===== config.mk =====
export PLATFORM = sky130hd
export DESIGN_NAME = hus_top
export DESIGN_NICKNAME = d
export VERILOG_FILES = /design/src/design/hus_pkg.sv /design/src/design/hus_chan_regs.sv /design/src/design/hus_mixer.sv /design/src/design/hus.sv /design/src/design/hus_top.sv
export SDC_FILE = /design/constraint.sdc
export NUM_CORES = 2
export LEC_CHECK = 0
export BUFFER_PORTS_ARGS = -buffer_cell sky130_fd_sc_hd__buf_2
export CAP_MARGIN = 10
export CORE_UTILIZATION = 45
export DETAILED_ROUTE_END_ITERATION = 6
export GPL_ROUTABILITY_DRIVEN = 0
export PLACE_DENSITY = 0.73
export SYNTH_ARGS = -nofsm -noshare
export SYNTH_HDL_FRONTEND = slang
export SYNTH_SLANG_ARGS = --single-unit

===== constraint.sdc =====
create_clock -name clk -period 5.39 [get_ports clk]
set_clock_uncertainty 0.2 [all_clocks]
set_input_delay 1.617 -clock clk [delete_from_list [all_inputs] [get_ports clk]]
set_output_delay 1.617 -clock clk [all_outputs]
set_load 0.01 [all_outputs]

===== src/design/hus_pkg.sv =====
`default_nettype none

package hus_pkg;

	// fixed channel count
	localparam int HUS_CHANNELS = 8;

	typedef logic [2:0] chan_t;
	typedef logic [3:0] reg_idx_t;
	// low bit picks the byte within a memory word
	typedef logic [21:0] byte_addr_t;
	typedef logic [20:0] word_addr_t;
	typedef logic signed [7:0] sample_t;
	typedef logic [5:0] vol_t;
	// room for eight full-scale products
	typedef logic signed [17:0] dac_t;

	// per-channel register map with little-endian addresses
	localparam reg_idx_t REG_CTRL   = 4'd0;
	localparam reg_idx_t REG_START0 = 4'd1;
	localparam reg_idx_t REG_START1 = 4'd2;
	localparam reg_idx_t REG_START2 = 4'd3;
	localparam reg_idx_t REG_END0   = 4'd4;
	localparam reg_idx_t REG_END1   = 4'd5;
	localparam reg_idx_t REG_END2   = 4'd6;
	localparam reg_idx_t REG_LOOP0  = 4'd7;
	localparam reg_idx_t REG_LOOP1  = 4'd8;
	localparam reg_idx_t REG_LOOP2  = 4'd9;
	localparam reg_idx_t REG_LVOL   = 4'd10;
	localparam reg_idx_t REG_RVOL   = 4'd11;

	// control byte bits
	localparam int CTRL_ACTIVE = 7;
	localparam int CTRL_LOOP   = 6;

	typedef enum logic [2:0] {
		IDLE,
		READ,
		FETCH,
		MIX,
		NEXT
	} seq_state_t;

endpackage

`default_nettype wire


===== src/design/hus_chan_regs.sv =====
`timescale 1ns/1ps
`default_nettype none

module hus_chan_regs (
	input  wire                      clk,
	input  wire                      rst,
	input  wire                      cfg_we,
	input  wire hus_pkg::chan_t      cfg_chan,
	input  wire hus_pkg::reg_idx_t   cfg_reg,
	input  wire [7:0]                cfg_wdata,
	input  wire hus_pkg::chan_t      rd_chan,
	output logic                     active,
	output logic                     loop,
	output hus_pkg::byte_addr_t      start_addr,
	output hus_pkg::byte_addr_t      end_addr,
	output hus_pkg::byte_addr_t      loop_addr,
	output hus_pkg::vol_t            lvol,
	output hus_pkg::vol_t            rvol,
	output hus_pkg::byte_addr_t      cnt,
	input  wire                      cnt_we,
	input  wire hus_pkg::byte_addr_t cnt_wdata,
	input  wire                      stop_we
);

	// only the two used control bits are kept
	logic [hus_pkg::HUS_CHANNELS-1:0] act_r;
	logic [hus_pkg::HUS_CHANNELS-1:0] loop_r;
	// address and volume bytes indexed by register number
	logic [7:0] prm [hus_pkg::HUS_CHANNELS][hus_pkg::REG_START0:hus_pkg::REG_RVOL];
	hus_pkg::byte_addr_t cnt_r [hus_pkg::HUS_CHANNELS];

	logic host_ctrl;
	logic host_go;

	// three address bytes starting at register r
	function automatic hus_pkg::byte_addr_t addr_of(hus_pkg::chan_t c, hus_pkg::reg_idx_t r);
		return {prm[c][r + 4'd2][5:0], prm[c][r + 4'd1], prm[c][r]};
	endfunction

	assign host_ctrl = cfg_we && (cfg_reg == hus_pkg::REG_CTRL);
	assign host_go = host_ctrl && cfg_wdata[hus_pkg::CTRL_ACTIVE];

	// host write comes last so it overrides a write-back to the same channel
	always_ff @(posedge clk)
	begin
		if (rst)
		begin
			act_r <= '0;
			loop_r <= '0;
		end
		else
		begin
			if (stop_we)
				act_r[rd_chan] <= 1'b0;
			if (host_ctrl)
			begin
				act_r[cfg_chan] <= cfg_wdata[hus_pkg::CTRL_ACTIVE];
				loop_r[cfg_chan] <= cfg_wdata[hus_pkg::CTRL_LOOP];
			end
		end
	end

	always_ff @(posedge clk)
	begin
		if (cfg_we && cfg_reg >= hus_pkg::REG_START0 && cfg_reg <= hus_pkg::REG_RVOL)
			prm[cfg_chan][cfg_reg] <= cfg_wdata;
	end

	// activation reloads the counter from the start address
	always_ff @(posedge clk)
	begin
		if (cnt_we)
			cnt_r[rd_chan] <= cnt_wdata;
		if (host_go)
			cnt_r[cfg_chan] <= addr_of(cfg_chan, hus_pkg::REG_START0);
	end

	// read port valid one cycle after rd_chan
	always_ff @(posedge clk)
	begin
		if (rst)
		begin
			active <= 1'b0;
			loop <= 1'b0;
		end
		else
		begin
			active <= act_r[rd_chan];
			loop <= loop_r[rd_chan];
		end
	end

	always_ff @(posedge clk)
	begin
		start_addr <= addr_of(rd_chan, hus_pkg::REG_START0);
		end_addr <= addr_of(rd_chan, hus_pkg::REG_END0);
		loop_addr <= addr_of(rd_chan, hus_pkg::REG_LOOP0);
		lvol <= prm[rd_chan][hus_pkg::REG_LVOL][5:0];
		rvol <= prm[rd_chan][hus_pkg::REG_RVOL][5:0];
		cnt <= cnt_r[rd_chan];
	end

endmodule

`default_nettype wire


===== src/design/hus_mixer.sv =====
`timescale 1ns/1ps
`default_nettype none

module hus_mixer (
	input  wire                   clk,
	input  wire                   rst,
	input  wire                   dac_stb,
	input  wire                   mix_en,
	input  wire hus_pkg::sample_t mix_sample,
	input  wire hus_pkg::vol_t    mix_lvol,
	input  wire hus_pkg::vol_t    mix_rvol,
	output hus_pkg::dac_t         ldac,
	output hus_pkg::dac_t         rdac
);

	hus_pkg::dac_t lacc;
	hus_pkg::dac_t racc;
	hus_pkg::dac_t smp_ext;
	hus_pkg::dac_t lprod;
	hus_pkg::dac_t rprod;

	// sample sign-extended, volumes zero-extended
	assign smp_ext = hus_pkg::dac_t'(mix_sample);
	assign lprod = smp_ext * hus_pkg::dac_t'(mix_lvol);
	assign rprod = smp_ext * hus_pkg::dac_t'(mix_rvol);

	always_ff @(posedge clk)
	begin
		if (rst)
		begin
			lacc <= '0;
			racc <= '0;
			ldac <= '0;
			rdac <= '0;
		end
		else if (dac_stb)
		begin
			// publish last frame, start a new one
			ldac <= lacc;
			rdac <= racc;
			lacc <= '0;
			racc <= '0;
		end
		else if (mix_en)
		begin
			lacc <= lacc + lprod;
			racc <= racc + rprod;
		end
	end

endmodule

`default_nettype wire


===== src/design/hus.sv =====
`timescale 1ns/1ps
`default_nettype none

module hus (
	input  wire                      clk,
	input  wire                      rst,
	input  wire                      dac_stb,
	output logic                     busy,
	output hus_pkg::chan_t           rd_chan,
	input  wire                      active,
	input  wire                      loop,
	input  wire hus_pkg::byte_addr_t start_addr,
	input  wire hus_pkg::byte_addr_t end_addr,
	input  wire hus_pkg::byte_addr_t loop_addr,
	input  wire hus_pkg::vol_t       lvol,
	input  wire hus_pkg::vol_t       rvol,
	input  wire hus_pkg::byte_addr_t cnt,
	output logic                     cnt_we,
	output hus_pkg::byte_addr_t      cnt_wdata,
	output logic                     stop_we,
	output logic                     mem_req,
	output hus_pkg::word_addr_t      mem_addr,
	input  wire [15:0]               mem_data,
	input  wire                      mem_strobe,
	output logic                     mix_en,
	output hus_pkg::sample_t         mix_sample,
	output hus_pkg::vol_t            mix_lvol,
	output hus_pkg::vol_t            mix_rvol
);

	hus_pkg::seq_state_t state;
	hus_pkg::byte_addr_t cnt_next;
	logic at_end;
	logic empty;
	logic last_chan;
	logic fetch_done;

	assign cnt_next = cnt + 1'b1;
	assign at_end = (cnt_next == end_addr);
	// start equal to end means nothing to play
	assign empty = (start_addr == end_addr);
	assign last_chan = (rd_chan == hus_pkg::chan_t'(hus_pkg::HUS_CHANNELS - 1));
	assign fetch_done = (state == hus_pkg::FETCH) && mem_req && mem_strobe;

	// frame walk
	always_ff @(posedge clk)
	begin
		if (rst)
		begin
			state <= hus_pkg::IDLE;
			busy <= 1'b0;
			mem_req <= 1'b0;
			rd_chan <= '0;
		end
		else if (dac_stb)
		begin
			// a strobe restarts the walk at channel 0 even mid-frame
			state <= hus_pkg::READ;
			busy <= 1'b1;
			mem_req <= 1'b0;
			rd_chan <= '0;
		end
		else
		begin
			case (state)
				hus_pkg::READ:
					// register file output settles
					state <= hus_pkg::FETCH;
				hus_pkg::FETCH:
				begin
					if (!active || empty)
						state <= hus_pkg::NEXT;
					else if (!mem_req)
						mem_req <= 1'b1;
					else if (mem_strobe)
					begin
						mem_req <= 1'b0;
						state <= hus_pkg::MIX;
					end
				end
				hus_pkg::MIX:
					state <= hus_pkg::NEXT;
				hus_pkg::NEXT:
				begin
					if (last_chan)
					begin
						busy <= 1'b0;
						state <= hus_pkg::IDLE;
					end
					else
					begin
						rd_chan <= rd_chan + 1'b1;
						state <= hus_pkg::READ;
					end
				end
				default:
					// idle until the next DAC strobe
					state <= hus_pkg::IDLE;
			endcase
		end
	end

	// address held from request to strobe
	always_ff @(posedge clk)
	begin
		if (state == hus_pkg::FETCH && !mem_req)
			mem_addr <= cnt[21:1];
	end

	// pick the byte and latch volumes with it
	always_ff @(posedge clk)
	begin
		if (fetch_done)
		begin
			mix_sample <= hus_pkg::sample_t'(cnt[0] ? mem_data[15:8] : mem_data[7:0]);
			mix_lvol <= lvol;
			mix_rvol <= rvol;
		end
	end

	assign mix_en = (state == hus_pkg::MIX);

	// advance, wrap to loop address, or stop at end
	always_comb
	begin
		cnt_we = 1'b0;
		stop_we = 1'b0;
		cnt_wdata = cnt_next;
		if (state == hus_pkg::MIX)
		begin
			if (!at_end)
				cnt_we = 1'b1;
			else if (loop)
			begin
				cnt_we = 1'b1;
				cnt_wdata = loop_addr;
			end
			else
				stop_we = 1'b1;
		end
	end

endmodule

`default_nettype wire


===== src/design/hus_top.sv =====
`timescale 1ns/1ps
`default_nettype none

module hus_top (
	input  wire                    clk,
	input  wire                    rst,
	input  wire                    cfg_we,
	input  wire hus_pkg::chan_t    cfg_chan,
	input  wire hus_pkg::reg_idx_t cfg_reg,
	input  wire [7:0]              cfg_wdata,
	output wire                    mem_req,
	output wire hus_pkg::word_addr_t mem_addr,
	input  wire [15:0]             mem_data,
	input  wire                    mem_strobe,
	input  wire                    dac_stb,
	output wire                    busy,
	output wire hus_pkg::dac_t     ldac,
	output wire hus_pkg::dac_t     rdac
);

	hus_pkg::chan_t rd_chan;
	logic active;
	logic loop;
	hus_pkg::byte_addr_t start_addr;
	hus_pkg::byte_addr_t end_addr;
	hus_pkg::byte_addr_t loop_addr;
	hus_pkg::vol_t lvol;
	hus_pkg::vol_t rvol;
	hus_pkg::byte_addr_t cnt;
	logic cnt_we;
	hus_pkg::byte_addr_t cnt_wdata;
	logic stop_we;
	logic mix_en;
	hus_pkg::sample_t mix_sample;
	hus_pkg::vol_t mix_lvol;
	hus_pkg::vol_t mix_rvol;

	hus_chan_regs i_hus_chan_regs (
		.clk(clk), .rst(rst),
		.cfg_we(cfg_we), .cfg_chan(cfg_chan), .cfg_reg(cfg_reg), .cfg_wdata(cfg_wdata),
		.rd_chan(rd_chan), .active(active), .loop(loop),
		.start_addr(start_addr), .end_addr(end_addr), .loop_addr(loop_addr),
		.lvol(lvol), .rvol(rvol), .cnt(cnt),
		.cnt_we(cnt_we), .cnt_wdata(cnt_wdata), .stop_we(stop_we)
	);

	hus i_hus (
		.clk(clk), .rst(rst), .dac_stb(dac_stb), .busy(busy),
		.rd_chan(rd_chan), .active(active), .loop(loop),
		.start_addr(start_addr), .end_addr(end_addr), .loop_addr(loop_addr),
		.lvol(lvol), .rvol(rvol), .cnt(cnt),
		.cnt_we(cnt_we), .cnt_wdata(cnt_wdata), .stop_we(stop_we),
		.mem_req(mem_req), .mem_addr(mem_addr), .mem_data(mem_data), .mem_strobe(mem_strobe),
		.mix_en(mix_en), .mix_sample(mix_sample), .mix_lvol(mix_lvol), .mix_rvol(mix_rvol)
	);

	hus_mixer i_hus_mixer (
		.clk(clk), .rst(rst), .dac_stb(dac_stb),
		.mix_en(mix_en), .mix_sample(mix_sample), .mix_lvol(mix_lvol), .mix_rvol(mix_rvol),
		.ldac(ldac), .rdac(rdac)
	);

endmodule

`default_nettype wire


Word-level counts from Yosys, hierarchy flattened

Memories as Yosys holds them, arrays and structs flattened. A register that Yosys moved wholly into a read port is not among the register bits.
Index checks and enable logic that the tools add are counted.
W data, S select, Z words.

Bits in registers: 139
Word-level logic and storage cells: 113
Bits of input ports: 36
Output and inout bits: 59
Memories: 2
Memory bits (writable): 880

Eq/ne operators: 11
$lt $le $gt $ge: 8
Add/subtract/negate cells: 4
Reductions and logical operators: 22
Multiplexer cells: 42
$mul: 2
Bitwise operators: 5

Memory list:

| memory                | depth | width | read ports | clocked after memory_dff | wr ports | RTL line            | RTL |
|---|---|---|---|---|---|---|---|
| i_hus_chan_regs.prm   | 8     | 88    | 2          | 1                        | 1        | hus_chan_regs.sv:29 | `logic [7:0] prm [hus_pkg::HUS_CHANNELS][hus_pkg::REG_START0:hus_pkg::REG_RVOL];` |
| i_hus_chan_regs.cnt_r | 8     | 22    | 1          | 1                        | 2        | hus_chan_regs.sv:30 | `hus_pkg::byte_addr_t cnt_r [hus_pkg::HUS_CHANNELS];` |

Operators by type and width:

| operator                | count |
|---|---|
| $mux W88                | 1 |
| $mux W22                | 3 |
| $eq A22 B22 Y1          | 2 |
| $mux W8                 | 5 |
| $add A18 B18 Y18        | 2 |
| $demux W8 S4            | 1 |
| $mul A8 B7 Y15          | 2 |
| $add A22 B1 Y22 const B | 1 |
| $mux W1                 | 22 |
| $bwmux W8               | 2 |
| $pmux W3 S4             | 1 |
| $logic_and A1 B1 Y1     | 10 |
| $reduce_and A2 Y1       | 5 |
| $mux W3                 | 3 |
| $and A8 B8 Y8           | 1 |
| $lt A3 B4 Y1 const B    | 2 |
| $not A8 Y8              | 1 |
| $bmux W1 S3             | 2 |
| $demux W1 S3            | 2 |
| $eq A3 B2 Y1 const B    | 2 |
| $eq A3 B3 Y1 const B    | 2 |
| $ge A3 B1 Y1 const B    | 2 |
| $ge A5 B5 Y1 const B    | 1 |
| $lt A5 B1 Y1 const B    | 1 |
| 15 further kinds        | 18 |

Logic depth before layout (Yosys ltp)

Depth after elaboration: 10
Mapped depth: 25

Hierarchy

From an unflattened synthesis, not the netlist that was laid out.

Cell total of the unflattened synthesis: 3,646
Area total of the unflattened synthesis: 48,461.5 um2

Modules (own cells, without submodules):

| module        | area each (um2) | instances | cells each |
|---|---|---|---|
| hus_chan_regs | 36,658.9        | 1         | 2,406 |
| hus_mixer     | 8,182.8         | 1         | 911 |
| hus           | 3,619.7         | 1         | 329 |

Worst setup path before layout

Ideal clock, no wire load.

Path kind: reg2reg
Start point: register i_hus.mix_sample[5]
End point: register i_hus_mixer.racc[17]
Library setup time: 0.070 ns
Path slack: -0.528 ns
Cell stages (with the launch flop): 26
Required time: 5.120 ns
Arrival: 5.647 ns
Cell sequence: edfxtp_1 -> clkbuf_1 -> and2_1 -> fa_1 -> inv_1 -> fa_1 -> inv_1 -> fa_1 -> inv_1 -> fa_1 -> inv_1 -> ha_1 -> o21a_1 -> o31a_1 -> o41a_1 -> nand4_1 -> nand3b_1 -> xor2_1 -> ha_1 -> a21oi_1 -> o21bai_1 -> a2111oi_0 -> a21oi_1 -> xnor2_1 -> or3_1 -> a21oi_1

Word-level cells in the longest chain between the ends: 2

Ends and longest elaborated chain:

| item                   | RTL line        | RTL |
|---|---|---|
| from (decl)            | hus.sv:26       | `output hus_pkg::sample_t mix_sample,` |
| from (signal assigned) | hus.sv:115      | `mix_sample <= hus_pkg::sample_t'(cnt[0] ? mem_data[15:8] : mem_data[7:0]);` |
| $mul A8 B7 Y15         | hus_mixer.sv:25 | `assign rprod = smp_ext * hus_pkg::dac_t'(mix_rvol);` |
| $add A18 B18 Y18       | hus_mixer.sv:47 | `racc <= racc + rprod;` |
| to (signal assigned)   | hus_mixer.sv:47 |  |
| to (decl)              | hus_mixer.sv:17 | `hus_pkg::dac_t racc;` |

Every way passes these cells.
A chain may end at the register's enable or synchronous reset.

Final worst setup path

Start point: register i_hus.mix_lvol[1]
End point: register i_hus_mixer.lacc[17]

Word-level cells in the longest chain between the ends: 2

Ends and longest elaborated chain:

| item                   | RTL line        | RTL |
|---|---|---|
| from (decl)            | hus.sv:27       | `output hus_pkg::vol_t mix_lvol,` |
| from (signal assigned) | hus.sv:116      | `mix_lvol <= lvol;` |
| $mul A8 B7 Y15         | hus_mixer.sv:24 | `assign lprod = smp_ext * hus_pkg::dac_t'(mix_lvol);` |
| $add A18 B18 Y18       | hus_mixer.sv:46 | `lacc <= lacc + lprod;` |
| to (signal assigned)   | hus_mixer.sv:46 |  |
| to (decl)              | hus_mixer.sv:16 | `hus_pkg::dac_t lacc;` |

Every way passes these cells.

==> reports/qor.txt <==
Core ar. - 100,100 um2
Initial Utilization - 45.38%
Synth Flop Type - edfxtp_1
Slew HR - 17.28%
First DRT Iteration DRCs - 3,752
WL final - 126.1 mm
Setup crit start kind - flop
WP data arrival - 6.42 ns
antenna violations before repair - 4
crit-path cells - buf_4 > and2_4 > fa_1 > inv_1 > fa_1 > inv_1 > fa_1 > inv_1 > fa_1 > inv_2 > ha_4 > o21a_1 > o31ai_2 > a2111oi_4 > a2111oi_2 > xnor2_1 > ha_1 > a21oi_2 > o21bai_2 > a2111oi_4 > a21oi_2 > xnor2_1 > or3_1 > a21oi_1
Pleak - 18.04 nW
drt drc - 0
CP peak stage delay - 0.53 ns
final non-filler cell total - 5,078
# H-tree levels - 3
status - finished with violations
largest net degree at the start of global routing - 104
Final Hold Viols - 0
Slew Viols, Final - 0
syn nets - 3,696
Synth async-reset ratio - 0%
Remaining Overflow, GRT - 0
CP Max Fanout - 3
WP buf/inv - 5
max_cap viols - 0
Period minus WS final - 6.032 ns
worst-margin pin slew - 1.241 ns
via count - 30,980
register area share after synthesis - 64.29%
CP dominant cell by count - fa_1
Tot GR Track Use - 24.23%
Layout Nets - 3,892
hold slack - 0.2029 ns
Placed Cells - 4,868
IO Port Bufs - 94
Syn Inst Count - 3,491
Hold Crit Depth - 0
worst skew pair latency - 0.72 ns
violated checks - negative setup slack
Unique masters post-synth - 73
RSZ-0062 raised after global routing - true
P per Cell Area - 314.1 nW/um2
syn avg cell area - 13.02 um2
Seq cells post-synth - 1,039
Area Overhead vs Synth - 15.50%
Endpoint, Worst Hold - i_hus.mix_rvol[1]
setup slack, reg-to-reg - -0.64 ns
CTS Buf Count - 103
slowest stage cell, crit path - fa_1
commonest non-fill, non-tap cells in the layout - edfxtp_1 (841), a22oi_1 (492), nand2_1 (272), buf_4 (201), dfxtp_1 (198)
worst r2r dst - i_hus_mixer.lacc[17]
post-route ant nets - 0
area leader, netlist - edfxtp_1
Vias/cell - 6.101
buffer depth of the longest clock path - 3
min-delay src - i_hus_chan_regs.rvol[1]
first-pass GRT wire length - 187.3 mm
Post-Synthesis Cell Area - 45,440 um2
I/O pins - 95
Die Y-Extent - 319.8 um
Final period util - 111.9%
TritonCTS clock tree - done
Top delay family on crit path - adder cells
row count - 116
Synth warnings - 0
WP data required - 5.78 ns
Detailed Place HPWL - 80.04 mm
share of cells above drive strength 1 - 16.68%
final setup margin - -0.6418 ns
# clock sinks - 1,039
leading cell type in the layout, fill and taps excluded - edfxtp_1
crit path kind - flop to flop
total power - 16.49 mW
post-synth top area share - 55.57%
Reg clk slew, reported paths - 0.06 ns
Post-synth EDFFs - 841
vias in the first global route - 30,240
CP Capture Type - flop
hold crit path type - flop to flop
CTS Hold Bufs - 0
WP depth - 24
largest cells by area after synthesis - edfxtp_1 (56%), dfxtp_1 (8.7%), a22oi_1 (8.1%)
r2r startpoint - i_hus.mix_lvol[1]
die span in x - 319.8 um
R2R cell count - 24
Max VDD drop - 0.2744 mV
Die Area - 102,300 um2
Final Setup Violations - 16
WL/cell - 24.83 um
DRT Pass-1 Iters - 6
root buf cell - clkbuf_16
setup TNS - -5.214 ns
f_max - 165.8 MHz
## final cells by class
class                   count  area, um2
diodes                      2      5.005
clock buffers             137       2880
clock inverters            59      713.2
fillers                  8116      47660
inverters                 134      503.0
multi-input cells        2103      15400
flip-flops and latches   1039      29220
well taps                1298       1624
repair buffers            306       2147
## registers in the layout, summed over array words and instances (netlist names), 8 cells and up
name	count
i_hus_chan_regs.prm	624
i_hus_chan_regs.cnt_r	176
i_hus_chan_regs.cnt	22
i_hus_chan_regs.end_addr	22
i_hus_chan_regs.loop_addr	22
i_hus_chan_regs.start_addr	22
i_hus.mem_addr	21
i_hus_mixer.lacc	18
i_hus_mixer.ldac	18
i_hus_mixer.racc	18
i_hus_mixer.rdac	18
i_hus.mix_sample	8
i_hus_chan_regs.act_r	8
i_hus_chan_regs.loop_r	8
## report_power, final
part | switching (mW) | total [mW] | internal, mW
sequential | 0.0200 | 8.69 | 8.67
clock | 3.16 | 7.44 | 4.28
combinational | 0.279 | 0.356 | 0.0773
## cells in the mapped netlist (all sizes together) (6+ instances only)
cell / instances
a2111oi: 6
a211oi: 9
a21o: 9
a21oi: 97
a22oi: 492
a311oi: 13
a31oi: 8
and2: 93
and3: 23
and4: 8
buf: 34
clkbuf: 181
dfxtp: 198
edfxtp: 841
fa: 72
ha: 97
inv: 134
mux2: 14
mux2i: 57
nand2: 275
nand2b: 13
nand3: 45
nand3b: 9
nand4: 143
nor2: 198
nor2b: 11
nor3: 23
o21a: 8
o21ai: 199
o21bai: 7
or3: 13
xnor2: 76
xor2: 32
## worst max path at each step
stage,to,from
global placement,i_hus_mixer.lacc[17],i_hus.mix_sample[5]
floorplan,i_hus_mixer.racc[17],i_hus.mix_sample[5]
global route,i_hus_mixer.lacc[17],i_hus.mix_lvol[1]
finish,i_hus_mixer.lacc[17],i_hus.mix_lvol[1]
CTS,i_hus_mixer.lacc[17],i_hus.mix_sample[5]
detailed placement,i_hus_mixer.lacc[17],i_hus.mix_sample[5]
## per-layer routing
layer / global-route usage (%) / wire length (um) / part of all wire (%)
met1: 32.60 / 49190 / 39
met2: 39.40 / 59340 / 47
met3: 4.572 / 13500 / 11
met4: 8.248 / 4006 / 3.2
met5: 0 / 34 / 0.027
## cells by family after synthesis
group,Yosys count,synth area share (%)
AOI/OAI and AO/OA,875,13.05
xor gates and xnor gates,108,2.081
adders and majority gates,169,5.842
buffers and inverters,349,3.012
DFF,1039,64.29
muxes,71,2.103
and+or+nand+nor,880,9.614
## repair_timing
action	4_1_cts	5_1_grt
setup endpoints to repair	15	18
setup buffers	16	4
resized for setup	54	33
cloned	0	0
pin swaps	44	23
## through the flow
step	setup slack [ns]	utilization [%]	cell area, um2
after floorplan	-0.4046	-	45550
after global placement	-0.5686	48.37	48440
after detailed placement	-0.5995	48.37	48440
after CTS	-0.5379	52.24	52310
after global routing	-0.9104	52.41	52480
final	-0.6418	52.41	52490
No activity file was read; power rests on OpenSTA's default activity.
